`config.mk`:
```
export PLATFORM = sky130hd
export DESIGN_NAME = debug_holdoff
export DESIGN_NICKNAME = d
export VERILOG_FILES = /design/src/logic/soc_map_pkg.sv /design/src/logic/debug_holdoff.sv
export SDC_FILE = /design/constraint.sdc
export NUM_CORES = 1
export LEC_CHECK = 0
export BUFFER_PORTS_ARGS = -buffer_cell sky130_fd_sc_hd__buf_2
export CAP_MARGIN = 25
export CORE_AREA = 4 4 41 43
export DETAILED_ROUTE_END_ITERATION = 16
export DIE_AREA = 0 0 45 47
export HOLD_SLACK_MARGIN = 0.12
export SYNTH_ARGS = -nofsm -noshare
export SYNTH_HDL_FRONTEND = slang
export SYNTH_SLANG_ARGS = --single-unit
```
`constraint.sdc`:
```
create_clock -name clk_i -period 1.3 [get_ports clk_i]
set_input_delay 0.13 -clock clk_i [delete_from_list [all_inputs] [get_ports clk_i]]
set_output_delay 0.13 -clock clk_i [all_outputs]
set_load 0.02 [all_outputs]
```
`src/logic/soc_map_pkg.sv`:
```
// SoC address map and debug hold-off
package soc_map_pkg;

  // ------------------------------------------------------------------
  // Region tags in address bits 31..28
  // ------------------------------------------------------------------
  localparam logic [3:0] TagRom  = 4'h1;
  localparam logic [3:0] TagExit = 4'h2;
  localparam logic [3:0] TagRam  = 4'h8;

  // Region sizes in 32-bit words
  localparam int unsigned RomWords      = 16;
  localparam int unsigned RamWords      = 256;
  localparam int unsigned RamIndexWidth = $clog2(RamWords);

  localparam logic [15:0] RomMarker = 16'hB007; // Upper half of every ROM word

  // Debug request blocked this many cycles after reset
  localparam int unsigned DebugHoldCycles = 24;
  localparam int unsigned HoldCntWidth    = $clog2(DebugHoldCycles + 1);

  // ------------------------------------------------------------------
  // Address word, decoded by region and by word
  // ------------------------------------------------------------------
  typedef struct packed {
    logic [3:0]  tag;
    logic [27:0] offset;
  } region_view_t;

  typedef struct packed {
    logic [29-RamIndexWidth:0]  upper;
    logic [RamIndexWidth-1:0]   index; // Word within a region
    logic [1:0]                 lane;  // Byte within the word
  } word_view_t;

  typedef union packed {
    region_view_t region;
    word_view_t   word;
  } addr_word_u;

endpackage

```
`src/logic/debug_holdoff.sv`:
```
// Debug request hold-off after reset
`timescale 1ns/1ps

module debug_holdoff (
  input  logic clk_i,
  input  logic rst_ni,
  input  logic debug_req_i,
  input  logic debug_en_i,
  output logic debug_req_o
);

  logic [soc_map_pkg::HoldCntWidth-1:0] cnt_d;
  logic [soc_map_pkg::HoldCntWidth-1:0] cnt_q;

  // Count down, stop at zero
  assign cnt_d = (cnt_q != '0) ? cnt_q - 1'b1 : '0;

  always_ff @(posedge clk_i or negedge rst_ni) begin
    if (!rst_ni) begin
      cnt_q <= soc_map_pkg::HoldCntWidth'(soc_map_pkg::DebugHoldCycles);
    end else begin
      cnt_q <= cnt_d;
    end
  end

  assign debug_req_o = (cnt_q == '0) && debug_en_i && debug_req_i;

  // Window only ever shrinks once out of reset
  a_cnt_no_inc: assert property (@(posedge clk_i) disable iff (!rst_ni)
    cnt_q <= $past(cnt_q));

endmodule

```
==> metrics.txt <==
status finished with violations; failing checks negative setup slack; measured slew at the worst slew-check pin 0.169 ns; final setup vio count 1; register area share after synthesis 0.567; Syn Inst Count 21; Final TNS setup -0.100 ns; first-pass GRT wire length 634 um; drt pass-1 iters 1; vias in the first global route between 150 and 200; kind of critical path reg -> out; FMAX just over 700 MHz; Buf/Inv on CP 2; max cap viols 0; die width 45 um; clock skew ~0.0013 ns; Slew Limit Fails 0; P&R area growth vs syn 52.8%; Die Y 47 um; Setup WS pre-CTS 0.0925 ns; CTS tree yes; Power, Total 345 uW; Root Buffer clkbuf_4; Vias about 180; Leak ~0.00016 uW; DR WL/cell 8.00 um; I/O Buffers 4; starting density of the core 0.173; placed insts 41; # nets final 40; period utilization 1.08; Peak supply drop 0.000335 V; fin worst setup slack -0.100 ns; Diodes inserted 0; share of layout cells above drive strength 1 0.500; largest net degree at the start of global routing 6; WL final 392 um; cell family contributing the most delay on the critical path flip-flops; CP max FO 2; Post-Synthesis Cell Area 225 sq um; DRC Markers 0; Core Area 0.00130 sq mm; Clk Latency, worst-skew pair 0.23 ns; Overflow after GRT 0; Fillers 165; CP startpoint kind flop; slowest stage delay, CP 0.37 ns; GPL Wtd Cong 0.542; Synth Warn # 0; PwrDens 1000 mW/mm^2; critical path arrival 1.27 ns; CTS Buf Count 3; row cnt 13; Die ar. 0.00212 sq mm; I/O pin count 5; count of state elements after synthesis 5; max FFs per register 5; Worst slew margin 0.886; RSZ-0062 raised after global routing yes; clock buffer depth 2; Largest Register cnt_q; CP endpoint kind output port; non-filler instance count after layout 49; post-synth cell types 13; gr usage total 0.0485; Hold Path Class in -> async; syn nets 26; DP HPWL 295 um; DR vias/cell 3.73; Worst Path Required around 1.2 ns; crit path max-delay cell type dfrtp_1; Final Hold Fails 0; crit-path cells inv_1, ha_2, and3_4, and3_4, buf_6; Crit path top cell by count and3_4; post-layout minimum cycle time approximately 1.4 ns; remaining antenna violation count after routing 0; initial antenna violation count 0; syn avg cell area ~11 sq um; # clock sinks 5; CTS H-tree lvls 1; largest registers cnt_q: 5 flops; DRT iter0 DRCs 0; register clock-pin slew on the reported worst setup and hold paths 0.04 ns
==> cell families after synthesis <==
group / Yosys count / share of synthesized area
buf+inv: 4 / 0.0666
fa+ha+maj: 1 / 0.0555
compound gates: 4 / 0.100
simple gates: 6 / 0.161
flops: 5 / 0.567
mux: 1 / 0.0500
==> cells in the final DEF (no fill, tap or decap), types with 2 or more instances in the layout <==
cell type / count
nor2_1: 2
clkbuf_4: 3
and3_4: 2
inv_1: 4
buf_2: 3
buf_4: 4
dfrtp_1: 3
dfstp_2: 2
a21oi_1: 2
==> power breakdown <==
group	internal [uW]	leakage (uW)	switching, uW
logic	10.2	0.0000801	7.03
registers	157	0.0000626	0
clock network	116	0.0000150	55.8
==> layer usage <==
| layer | global-route usage | part of all wire | up-vias |
|---|---|---|---|
| met5 | 0 | 0 | - |
| met2 | 0.0763 | 0.52 | 4 |
| met1 | 0.0346 | 0.39 | 84 |
| met4 | 0.0702 | 0 | 0 |
| met3 | 0.0268 | 0.089 | 0 |
| li1 | - | - | 95 |
==> cells in the mapped netlist (all sizes together) <==
master | number | share of area
a21oi | 2 | 0.044
and3 | 2 | 0.078
mux2 | 1 | 0.050
o211ai | 1 | 0.033
inv | 4 | 0.067
nor2 | 3 | 0.061
nor3 | 1 | 0.022
o21ai | 1 | 0.022
ha | 1 | 0.056
dfstp | 2 | 0.23
dfrtp | 3 | 0.33
==> area by class of cell <==
cell class | instances | area [sq um] | share of cell area
repair buffers | 9 | 66.3 | 0.193
clock buffers | 4 | 26.3 | 0.0764
flip-flops and latches | 5 | 128 | 0.371
multi-input cells | 12 | 90.1 | 0.262
inverters | 4 | 15.0 | 0.0436
well taps | 15 | 18.8 | 0.0545
==> path summary, 6_finish.rpt <==
path                                         start                 end  slack [ns]  depth (start not counted)
worst min-delay path                        rst_ni  cnt_q[1]$_DFF_PN0_        0.23                          2
worst min register to register  cnt_q[4]$_DFF_PN1_  cnt_q[4]$_DFF_PN1_        0.50                          2
worst max register to register  cnt_q[0]$_DFF_PN0_  cnt_q[3]$_DFF_PN1_        0.17                          5
max in group asynchronous                   rst_ni  cnt_q[3]$_DFF_PN1_        0.86                          2
worst max-delay path            cnt_q[0]$_DFF_PN0_         debug_req_o       -0.10                          5
min in group clk_i              cnt_q[4]$_DFF_PN1_  cnt_q[4]$_DFF_PN1_        0.50                          2
==> worst register-to-register path: stages, from the launching register on <==
cell and delay, ns:
dfrtp_1 0.37, inv_1 0.06, ha_2 0.17, buf_4 0.12, a21oi_1 0.05, mux2_1 0.29
==> repair_timing <==
item,CTS,global route
pin swaps,2,1
hold buffers,1,0
gates resized for setup,4,0
endpoints found under the setup margin,1,1
hold endpoints to repair,5,0
setup buffers,3,0
==> through the flow <==
stage | hold WS [ns] | utilization | instance area (sq um)
after detailed placement | -0.0529 | 0.209 | 272
final | 0.234 | 0.264 | 344
after global placement | -0.0567 | 0.209 | 272
after floorplan | -0.166 | - | 225
after CTS | 0.227 | 0.264 | 344
after global routing | 0.250 | 0.264 | 344
(Power assumes the default switching activity.)
