### src/logic/axil_pkg.sv
// AXI4-Lite bus definitions
package axil_pkg;

  // ------------------------------------------------------------------
  // Bus widths
  // ------------------------------------------------------------------
  localparam int unsigned AddrWidth = 32;
  localparam int unsigned DataWidth = 32;
  localparam int unsigned StrbWidth = DataWidth / 8;

  typedef logic [AddrWidth-1:0] addr_t;
  typedef logic [DataWidth-1:0] data_t;
  typedef logic [StrbWidth-1:0] strb_t;

  // Response codes as carried on BRESP and RRESP
  typedef enum logic [1:0] {
    OKAY   = 2'b00,
    SLVERR = 2'b10,
    DECERR = 2'b11
  } resp_e;

  // Slave FSM, one transaction in flight
  typedef enum logic [2:0] {
    IDLE,
    RD_ACCESS,
    RD_RESP,
    WR_ACCESS,
    WR_RESP
  } slave_state_e;

endpackage

### src/logic/soc_map_pkg.sv
// SoC address map and debug hold-off
package soc_map_pkg;

  // ------------------------------------------------------------------
  // Region tags in address bits 31..28
  // ------------------------------------------------------------------
  localparam logic [3:0] TagRom  = 4'h1;
  localparam logic [3:0] TagExit = 4'h2;
  localparam logic [3:0] TagRam  = 4'h8;

  // Region sizes in 32-bit words
  localparam int unsigned RomWords      = 16;
  localparam int unsigned RamWords      = 256;
  localparam int unsigned RamIndexWidth = $clog2(RamWords);

  localparam logic [15:0] RomMarker = 16'hB007; // Upper half of every ROM word

  // Debug request blocked this many cycles after reset
  localparam int unsigned DebugHoldCycles = 24;
  localparam int unsigned HoldCntWidth    = $clog2(DebugHoldCycles + 1);

  // ------------------------------------------------------------------
  // Address word, decoded by region and by word
  // ------------------------------------------------------------------
  typedef struct packed {
    logic [3:0]  tag;
    logic [27:0] offset;
  } region_view_t;

  typedef struct packed {
    logic [29-RamIndexWidth:0]  upper;
    logic [RamIndexWidth-1:0]   index; // Word within a region
    logic [1:0]                 lane;  // Byte within the word
  } word_view_t;

  typedef union packed {
    region_view_t region;
    word_view_t   word;
  } addr_word_u;

endpackage

### src/logic/mem_bus_if.sv
// Internal memory request bus
`timescale 1ns/1ps

interface mem_bus_if;

  // Request side, single-cycle pulse
  logic                    req;
  logic                    we;
  soc_map_pkg::addr_word_u addr;
  axil_pkg::data_t         wdata;
  axil_pkg::strb_t         strb;

  // Reply, exactly one cycle after req
  axil_pkg::data_t         rdata;
  axil_pkg::resp_e         resp;

  modport master (
    output req,
    output we,
    output addr,
    output wdata,
    output strb,
    input  rdata,
    input  resp
  );

  modport target (
    input  req,
    input  we,
    input  addr,
    input  wdata,
    input  strb,
    output rdata,
    output resp
  );

endinterface

### src/logic/region_router.sv
// Address region router
`timescale 1ns/1ps

module region_router (
  input  logic                                 clk_i,
  input  logic                                 rst_ni,
  mem_bus_if.target                            mem,
  // Word RAM
  output logic                                 ram_req_o,
  output logic                                 ram_we_o,
  output logic [soc_map_pkg::RamIndexWidth-1:0] ram_index_o,
  output axil_pkg::data_t                      ram_wdata_o,
  output axil_pkg::strb_t                      ram_strb_o,
  input  axil_pkg::data_t                      ram_rdata_i,
  // Exit code, held until the next exit write
  output axil_pkg::data_t                      exit_o
);

  logic            hit_rom;
  logic            hit_ram;
  logic            hit_exit;
  axil_pkg::resp_e resp_d;
  axil_pkg::resp_e resp_q;
  axil_pkg::data_t rdata_d;
  axil_pkg::data_t rdata_q;
  axil_pkg::data_t exit_q;
  logic            ram_rd_q; // Reply data comes from the RAM

  // ------------------------------------------------------------------
  // Region decode
  // ------------------------------------------------------------------
  assign hit_rom  = (mem.addr.region.tag == soc_map_pkg::TagRom) &&
                    (mem.addr.region.offset < 28'(soc_map_pkg::RomWords * 4));
  assign hit_ram  = (mem.addr.region.tag == soc_map_pkg::TagRam) &&
                    (mem.addr.region.offset < 28'(soc_map_pkg::RamWords * 4));
  assign hit_exit = (mem.addr.region.tag == soc_map_pkg::TagExit) &&
                    (mem.addr.region.offset == '0);

  always_comb begin
    resp_d  = axil_pkg::DECERR; // Unmapped space
    rdata_d = '0;
    if (hit_rom) begin
      if (mem.we) begin
        resp_d = axil_pkg::SLVERR;
      end else begin
        resp_d  = axil_pkg::OKAY;
        rdata_d = {soc_map_pkg::RomMarker, 8'h00, mem.addr.word.index};
      end
    end else if (hit_ram) begin
      resp_d = axil_pkg::OKAY;
    end else if (hit_exit) begin
      resp_d  = axil_pkg::OKAY;
      rdata_d = exit_q;
    end
  end

  // RAM access passes straight through
  assign ram_req_o   = mem.req && hit_ram;
  assign ram_we_o    = mem.we;
  assign ram_index_o = mem.addr.word.index;
  assign ram_wdata_o = mem.wdata;
  assign ram_strb_o  = mem.strb;

  // ------------------------------------------------------------------
  // Reply registers and exit code
  // ------------------------------------------------------------------
  always_ff @(posedge clk_i or negedge rst_ni) begin
    if (!rst_ni) begin
      ram_rd_q <= 1'b0;
      resp_q   <= axil_pkg::OKAY;
      exit_q   <= '0;
    end else if (mem.req) begin
      ram_rd_q <= hit_ram && !mem.we;
      resp_q   <= resp_d;
      if (hit_exit && mem.we) begin
        exit_q <= mem.wdata;
      end
    end
  end

  always_ff @(posedge clk_i) begin
    if (mem.req) begin
      rdata_q <= rdata_d;
    end
  end

  assign mem.rdata = ram_rd_q ? ram_rdata_i : rdata_q;
  assign mem.resp  = resp_q;
  assign exit_o    = exit_q;

  // In-range RAM access never answers with a decode error
  a_ram_no_decerr: assert property (@(posedge clk_i) disable iff (!rst_ni)
    mem.req && hit_ram |=> mem.resp != axil_pkg::DECERR);

endmodule

### src/flat_wrapper.sv
// flat-port wrapper written by rule: the top's interface ports become plain ports
module region_router_flat 
  (clk_i, rst_ni, ram_req_o, ram_we_o, ram_index_o, ram_wdata_o, ram_strb_o, ram_rdata_i, exit_o, mem_req, mem_we, mem_addr, mem_wdata, mem_strb, mem_rdata, mem_resp);
  mem_bus_if mem_i ();
  input  logic clk_i;
  input  logic rst_ni;
  output logic ram_req_o;
  output logic ram_we_o;
  output logic [soc_map_pkg::RamIndexWidth-1:0] ram_index_o;
  output axil_pkg::data_t ram_wdata_o;
  output axil_pkg::strb_t ram_strb_o;
  input  axil_pkg::data_t ram_rdata_i;
  output axil_pkg::data_t exit_o;
  input wire logic [$bits(mem_i.req)-1:0] mem_req;
  input wire logic [$bits(mem_i.we)-1:0] mem_we;
  input wire logic [$bits(mem_i.addr)-1:0] mem_addr;
  input wire logic [$bits(mem_i.wdata)-1:0] mem_wdata;
  input wire logic [$bits(mem_i.strb)-1:0] mem_strb;
  output wire logic [$bits(mem_i.rdata)-1:0] mem_rdata;
  output wire logic [$bits(mem_i.resp)-1:0] mem_resp;
  assign mem_i.req = mem_req;
  assign mem_i.we = mem_we;
  assign mem_i.addr = mem_addr;
  assign mem_i.wdata = mem_wdata;
  assign mem_i.strb = mem_strb;
  assign mem_rdata = mem_i.rdata;
  assign mem_resp = mem_i.resp;
  region_router u_core (.clk_i(clk_i), .rst_ni(rst_ni), .mem(mem_i), .ram_req_o(ram_req_o), .ram_we_o(ram_we_o), .ram_index_o(ram_index_o), .ram_wdata_o(ram_wdata_o), .ram_strb_o(ram_strb_o), .ram_rdata_i(ram_rdata_i), .exit_o(exit_o));
endmodule
### config.mk
export PLATFORM = sky130hd
export DESIGN_NAME = region_router_flat
export DESIGN_NICKNAME = d
export VERILOG_FILES = /design/src/logic/axil_pkg.sv /design/src/logic/soc_map_pkg.sv /design/src/logic/mem_bus_if.sv /design/src/logic/region_router.sv /design/src/flat_wrapper.sv
export SDC_FILE = /design/constraint.sdc
export NUM_CORES = 1
export LEC_CHECK = 0
export BUFFER_PORTS_ARGS = -buffer_cell sky130_fd_sc_hd__clkbuf_2
export CORE_MARGIN = 2
export CORE_UTILIZATION = 47
export CTS_CLUSTER_DIAMETER = 50
export DETAILED_ROUTE_END_ITERATION = 16
export PLACE_DENSITY = 0.86
export REMOVE_ABC_BUFFERS = 1
export SLEW_MARGIN = 20
export SYNTH_ARGS = -nofsm -noshare
export SYNTH_HDL_FRONTEND = slang
export SYNTH_SLANG_ARGS = --single-unit
### constraint.sdc
create_clock -name clk_i -period 3.6 [get_ports clk_i]
set_clock_uncertainty 0.1 [all_clocks]
set_input_delay 0.36 -clock clk_i [delete_from_list [all_inputs] [get_ports clk_i]]
set_output_delay 0.36 -clock clk_i [all_outputs]
set_load 0.03 [all_outputs]
==> impl_metrics.tcl <==
set metrics [dict create \
    status "completed" \
    hold_path.class "in -> async" \
    wire_per_inst_um 15.8 \
    synth_compound_area_frac 0.0262 \
    seq_area_frac_synth 0.512 \
    clock_sinks 67 \
    port-buffer-count 207 \
    dpl_cell_area_um2 4370 \
    synth_area_leaders "edfxtp_1 27%, dfrtp_1 24%, mux2_4 13%, mux2_2 11%, buf_4 9.4%" \
    cts-resized-gates 0 \
    rows 31 \
    grt_first_pass_wirelength_um 13200 \
    fp.dieArea_um2 8350 \
    routed_wl_um 8430 \
    grt_overflow_total 0 \
    antenna_left 0 \
    crit_slowest_cell "dfrtp_1" \
    vias_per_cell 4.94 \
    worstPathRequired_ps 3140 \
    setup_tns_ps 0 \
    crit_chain "buf_4 -> mux2_2 -> clkbuf_2" \
    ios 216 \
    grt_max_degree 36 \
    grt.total_usage 0.204 \
    crit_type "reg -> out" \
    finalHoldViolations 0 \
    initial_core_util 0.489 \
    fmax_ghz 0.393 \
    vias 2631 \
    worst_slew_pin_slew_ps 885 \
    cts_tree "built" \
    synth-simple-area-share 0.112 \
    drv_slew 0 \
    post_cts_buffers 0 \
    synth.most_common_cell "buf_4" \
    place_hpwl_um 6590 \
    synth_top_area_share 0.268 \
    h-tree-depth 3 \
    worst_r2r_path_depth 1 \
    ys.flop_type "dfrtp_1" \
    die_h_um 91.4 \
    maxCapViolCount 0 \
    yosys_register_bits 67 \
    p_switching_w 0.000447 \
    syn_area_um2 3590 \
    synth_mux_area_frac 0.232 \
    cts.path.max_buffers 2 \
    cts_hold_buffers 0 \
    p_seq_frac 0.495 \
    p_leak_nw 2.26 \
    synth_edf_count 32 \
    die_w_um 91.4 \
    rsz0062_at_grt "false" \
    crit_buf_inv 2 \
    swShare 0.267 \
    place_congestion 0.895 \
    post-place-ws_ps 1260 \
    comb_power_share 0.149 \
    coreArea_um2 7330 \
    synth_top_family_by_area "multiplexers" \
    nets 533 \
    synth_common_cells "45 x buf_4, 35 x dfrtp_1, 34 x mux2_2" \
    cpLargestDelayFamily "flip-flops" \
    clkPwrFrac 0.356 \
    layout-drive-gt1-share 0.696 \
    synth-xor-area-share 0 \
    cp.arrival_ps 2090 \
    grt_antenna_before_repair 0 \
    power.density_nw_per_um2 366 \
    cts_buffers 9 \
    yosysTopAreaCell "edfxtp_1" \
    antenna_cells 0 \
    finalSetupViolCount 0 \
    critPathMaxFanout 18 \
    power_w 0.00167 \
    power.internal_w 0.00123 \
    firstDrtPassIters 4 \
    clkTransAtPathRegs_ps 70 \
    clock_latency_ps 330 \
    cp.depth 3 \
    synth_fa_ha_area_frac 0 \
    fill_cells 586 \
    min_period_over_period 0.708 \
    dr.first_iter.drc_count 64 \
    ys_warn_count 0 \
    syn_area_per_cell_um2 13.6 \
    cp_slowest_stage_delay_ps 820 \
    grt_pass1_vias 2610 \
    startpoint_type "flop" \
    fin_crit_ps 2550 \
    crit_path_end_kind "output pin" \
    synth_cells 263 \
    synthArstFlopShare 0.522 \
    holdWs_ps 39.8 \
    fin_area_um2 4570 \
    drc 0 \
    clockRootBuffer "clkbuf_8" \
    area_growth_pct 27.3 \
    slew_headroom 0.410 \
    vdd_drop_max_mv 0.293 \
    fin_ws_ps 1050 \
    yosysUniqueCellTypes 32 \
]
-- stage by stage --
step / util / std cells
floorplan: - / 206
global placement: 0.597 / 517
detailed placement: 0.597 / 517
CTS: 0.623 / 533
global route: 0.623 / 533
finish: 0.623 / 533
-- placed cells by master (no fill, tap or decap), drive strengths merged, types with 2 or more instances in the layout --
cell	n
mux2	64
clkbuf	216
nor2	11
a21oi	7
nor4b	2
and2	22
edfxtp	32
nand3	3
nand2	2
dfrtp	35
buf	5
nor2b	2
a22oi	4
clkinv	4
clkinvlp	2
nor3	2
nor4	9
-- cell families (layout without fill, tap and decap cells) --
logic type | Yosys count | in the layout
mux | 64 | 64
flops | 67 | 67
simple gates | 59 | 59
buf+inv | 58 | 229
compound gates | 15 | 15
-- sequential cells by signal, indices dropped and copies added (netlist names) --
register         cells
u_core.ram_rd_q      1
u_core.exit_o       32
u_core.rdata_q      32
u_core.mem.resp      2
-- power groups by stage --
stage / logic [W] / registers, W / clock network (W)
5_1_grt: 0.000264 / 0.000831 / 0.000639
4_1_cts: 0.000250 / 0.000829 / 0.000611
2_1_floorplan: 0.0000695 / 0.000844 / 0
3_3_place_gp: 0.000245 / 0.000843 / 0
6_report: 0.000248 / 0.000829 / 0.000595
3_5_place_dp: 0.000249 / 0.000844 / 0
-- layout make-up --
type,count,area (um^2),share of cell area
clock buffer,9,124,0.0271
clock inverter,7,68.8,0.0151
inverter,1,3.75,0.000822
multi-input combinational,138,1340,0.292
sequential,67,1840,0.402
tap,99,124,0.0271
timing repair buffer,212,1070,0.235
-- routing by layer --
metal / track usage / part of all wire / wire length (um)
met4: 0.0707 / 0.016 / 133
met3: 0.0622 / 0.080 / 677
met2: 0.347 / 0.50 / 4210
met5: 0 / 0 / 0
met1: 0.245 / 0.40 / 3410
-- worst paths after layout --
kind	startpoint	endpoint	slack, ps
max	u_core.ram_rd_q	mem_rdata[20]	1050
min	rst_ni	u_core.exit_o[17]	40
max reg2reg	u_core.ram_rd_q	u_core.ram_rd_q	2430
min reg2reg	u_core.mem.resp[0]	u_core.mem.resp[0]	410
max in group asynchronous	rst_ni	u_core.exit_o[27]	2810
min in group clk_i	mem_wdata[15]	u_core.exit_o[15]	170
Note: power is estimated with default switching activity, not from simulation.
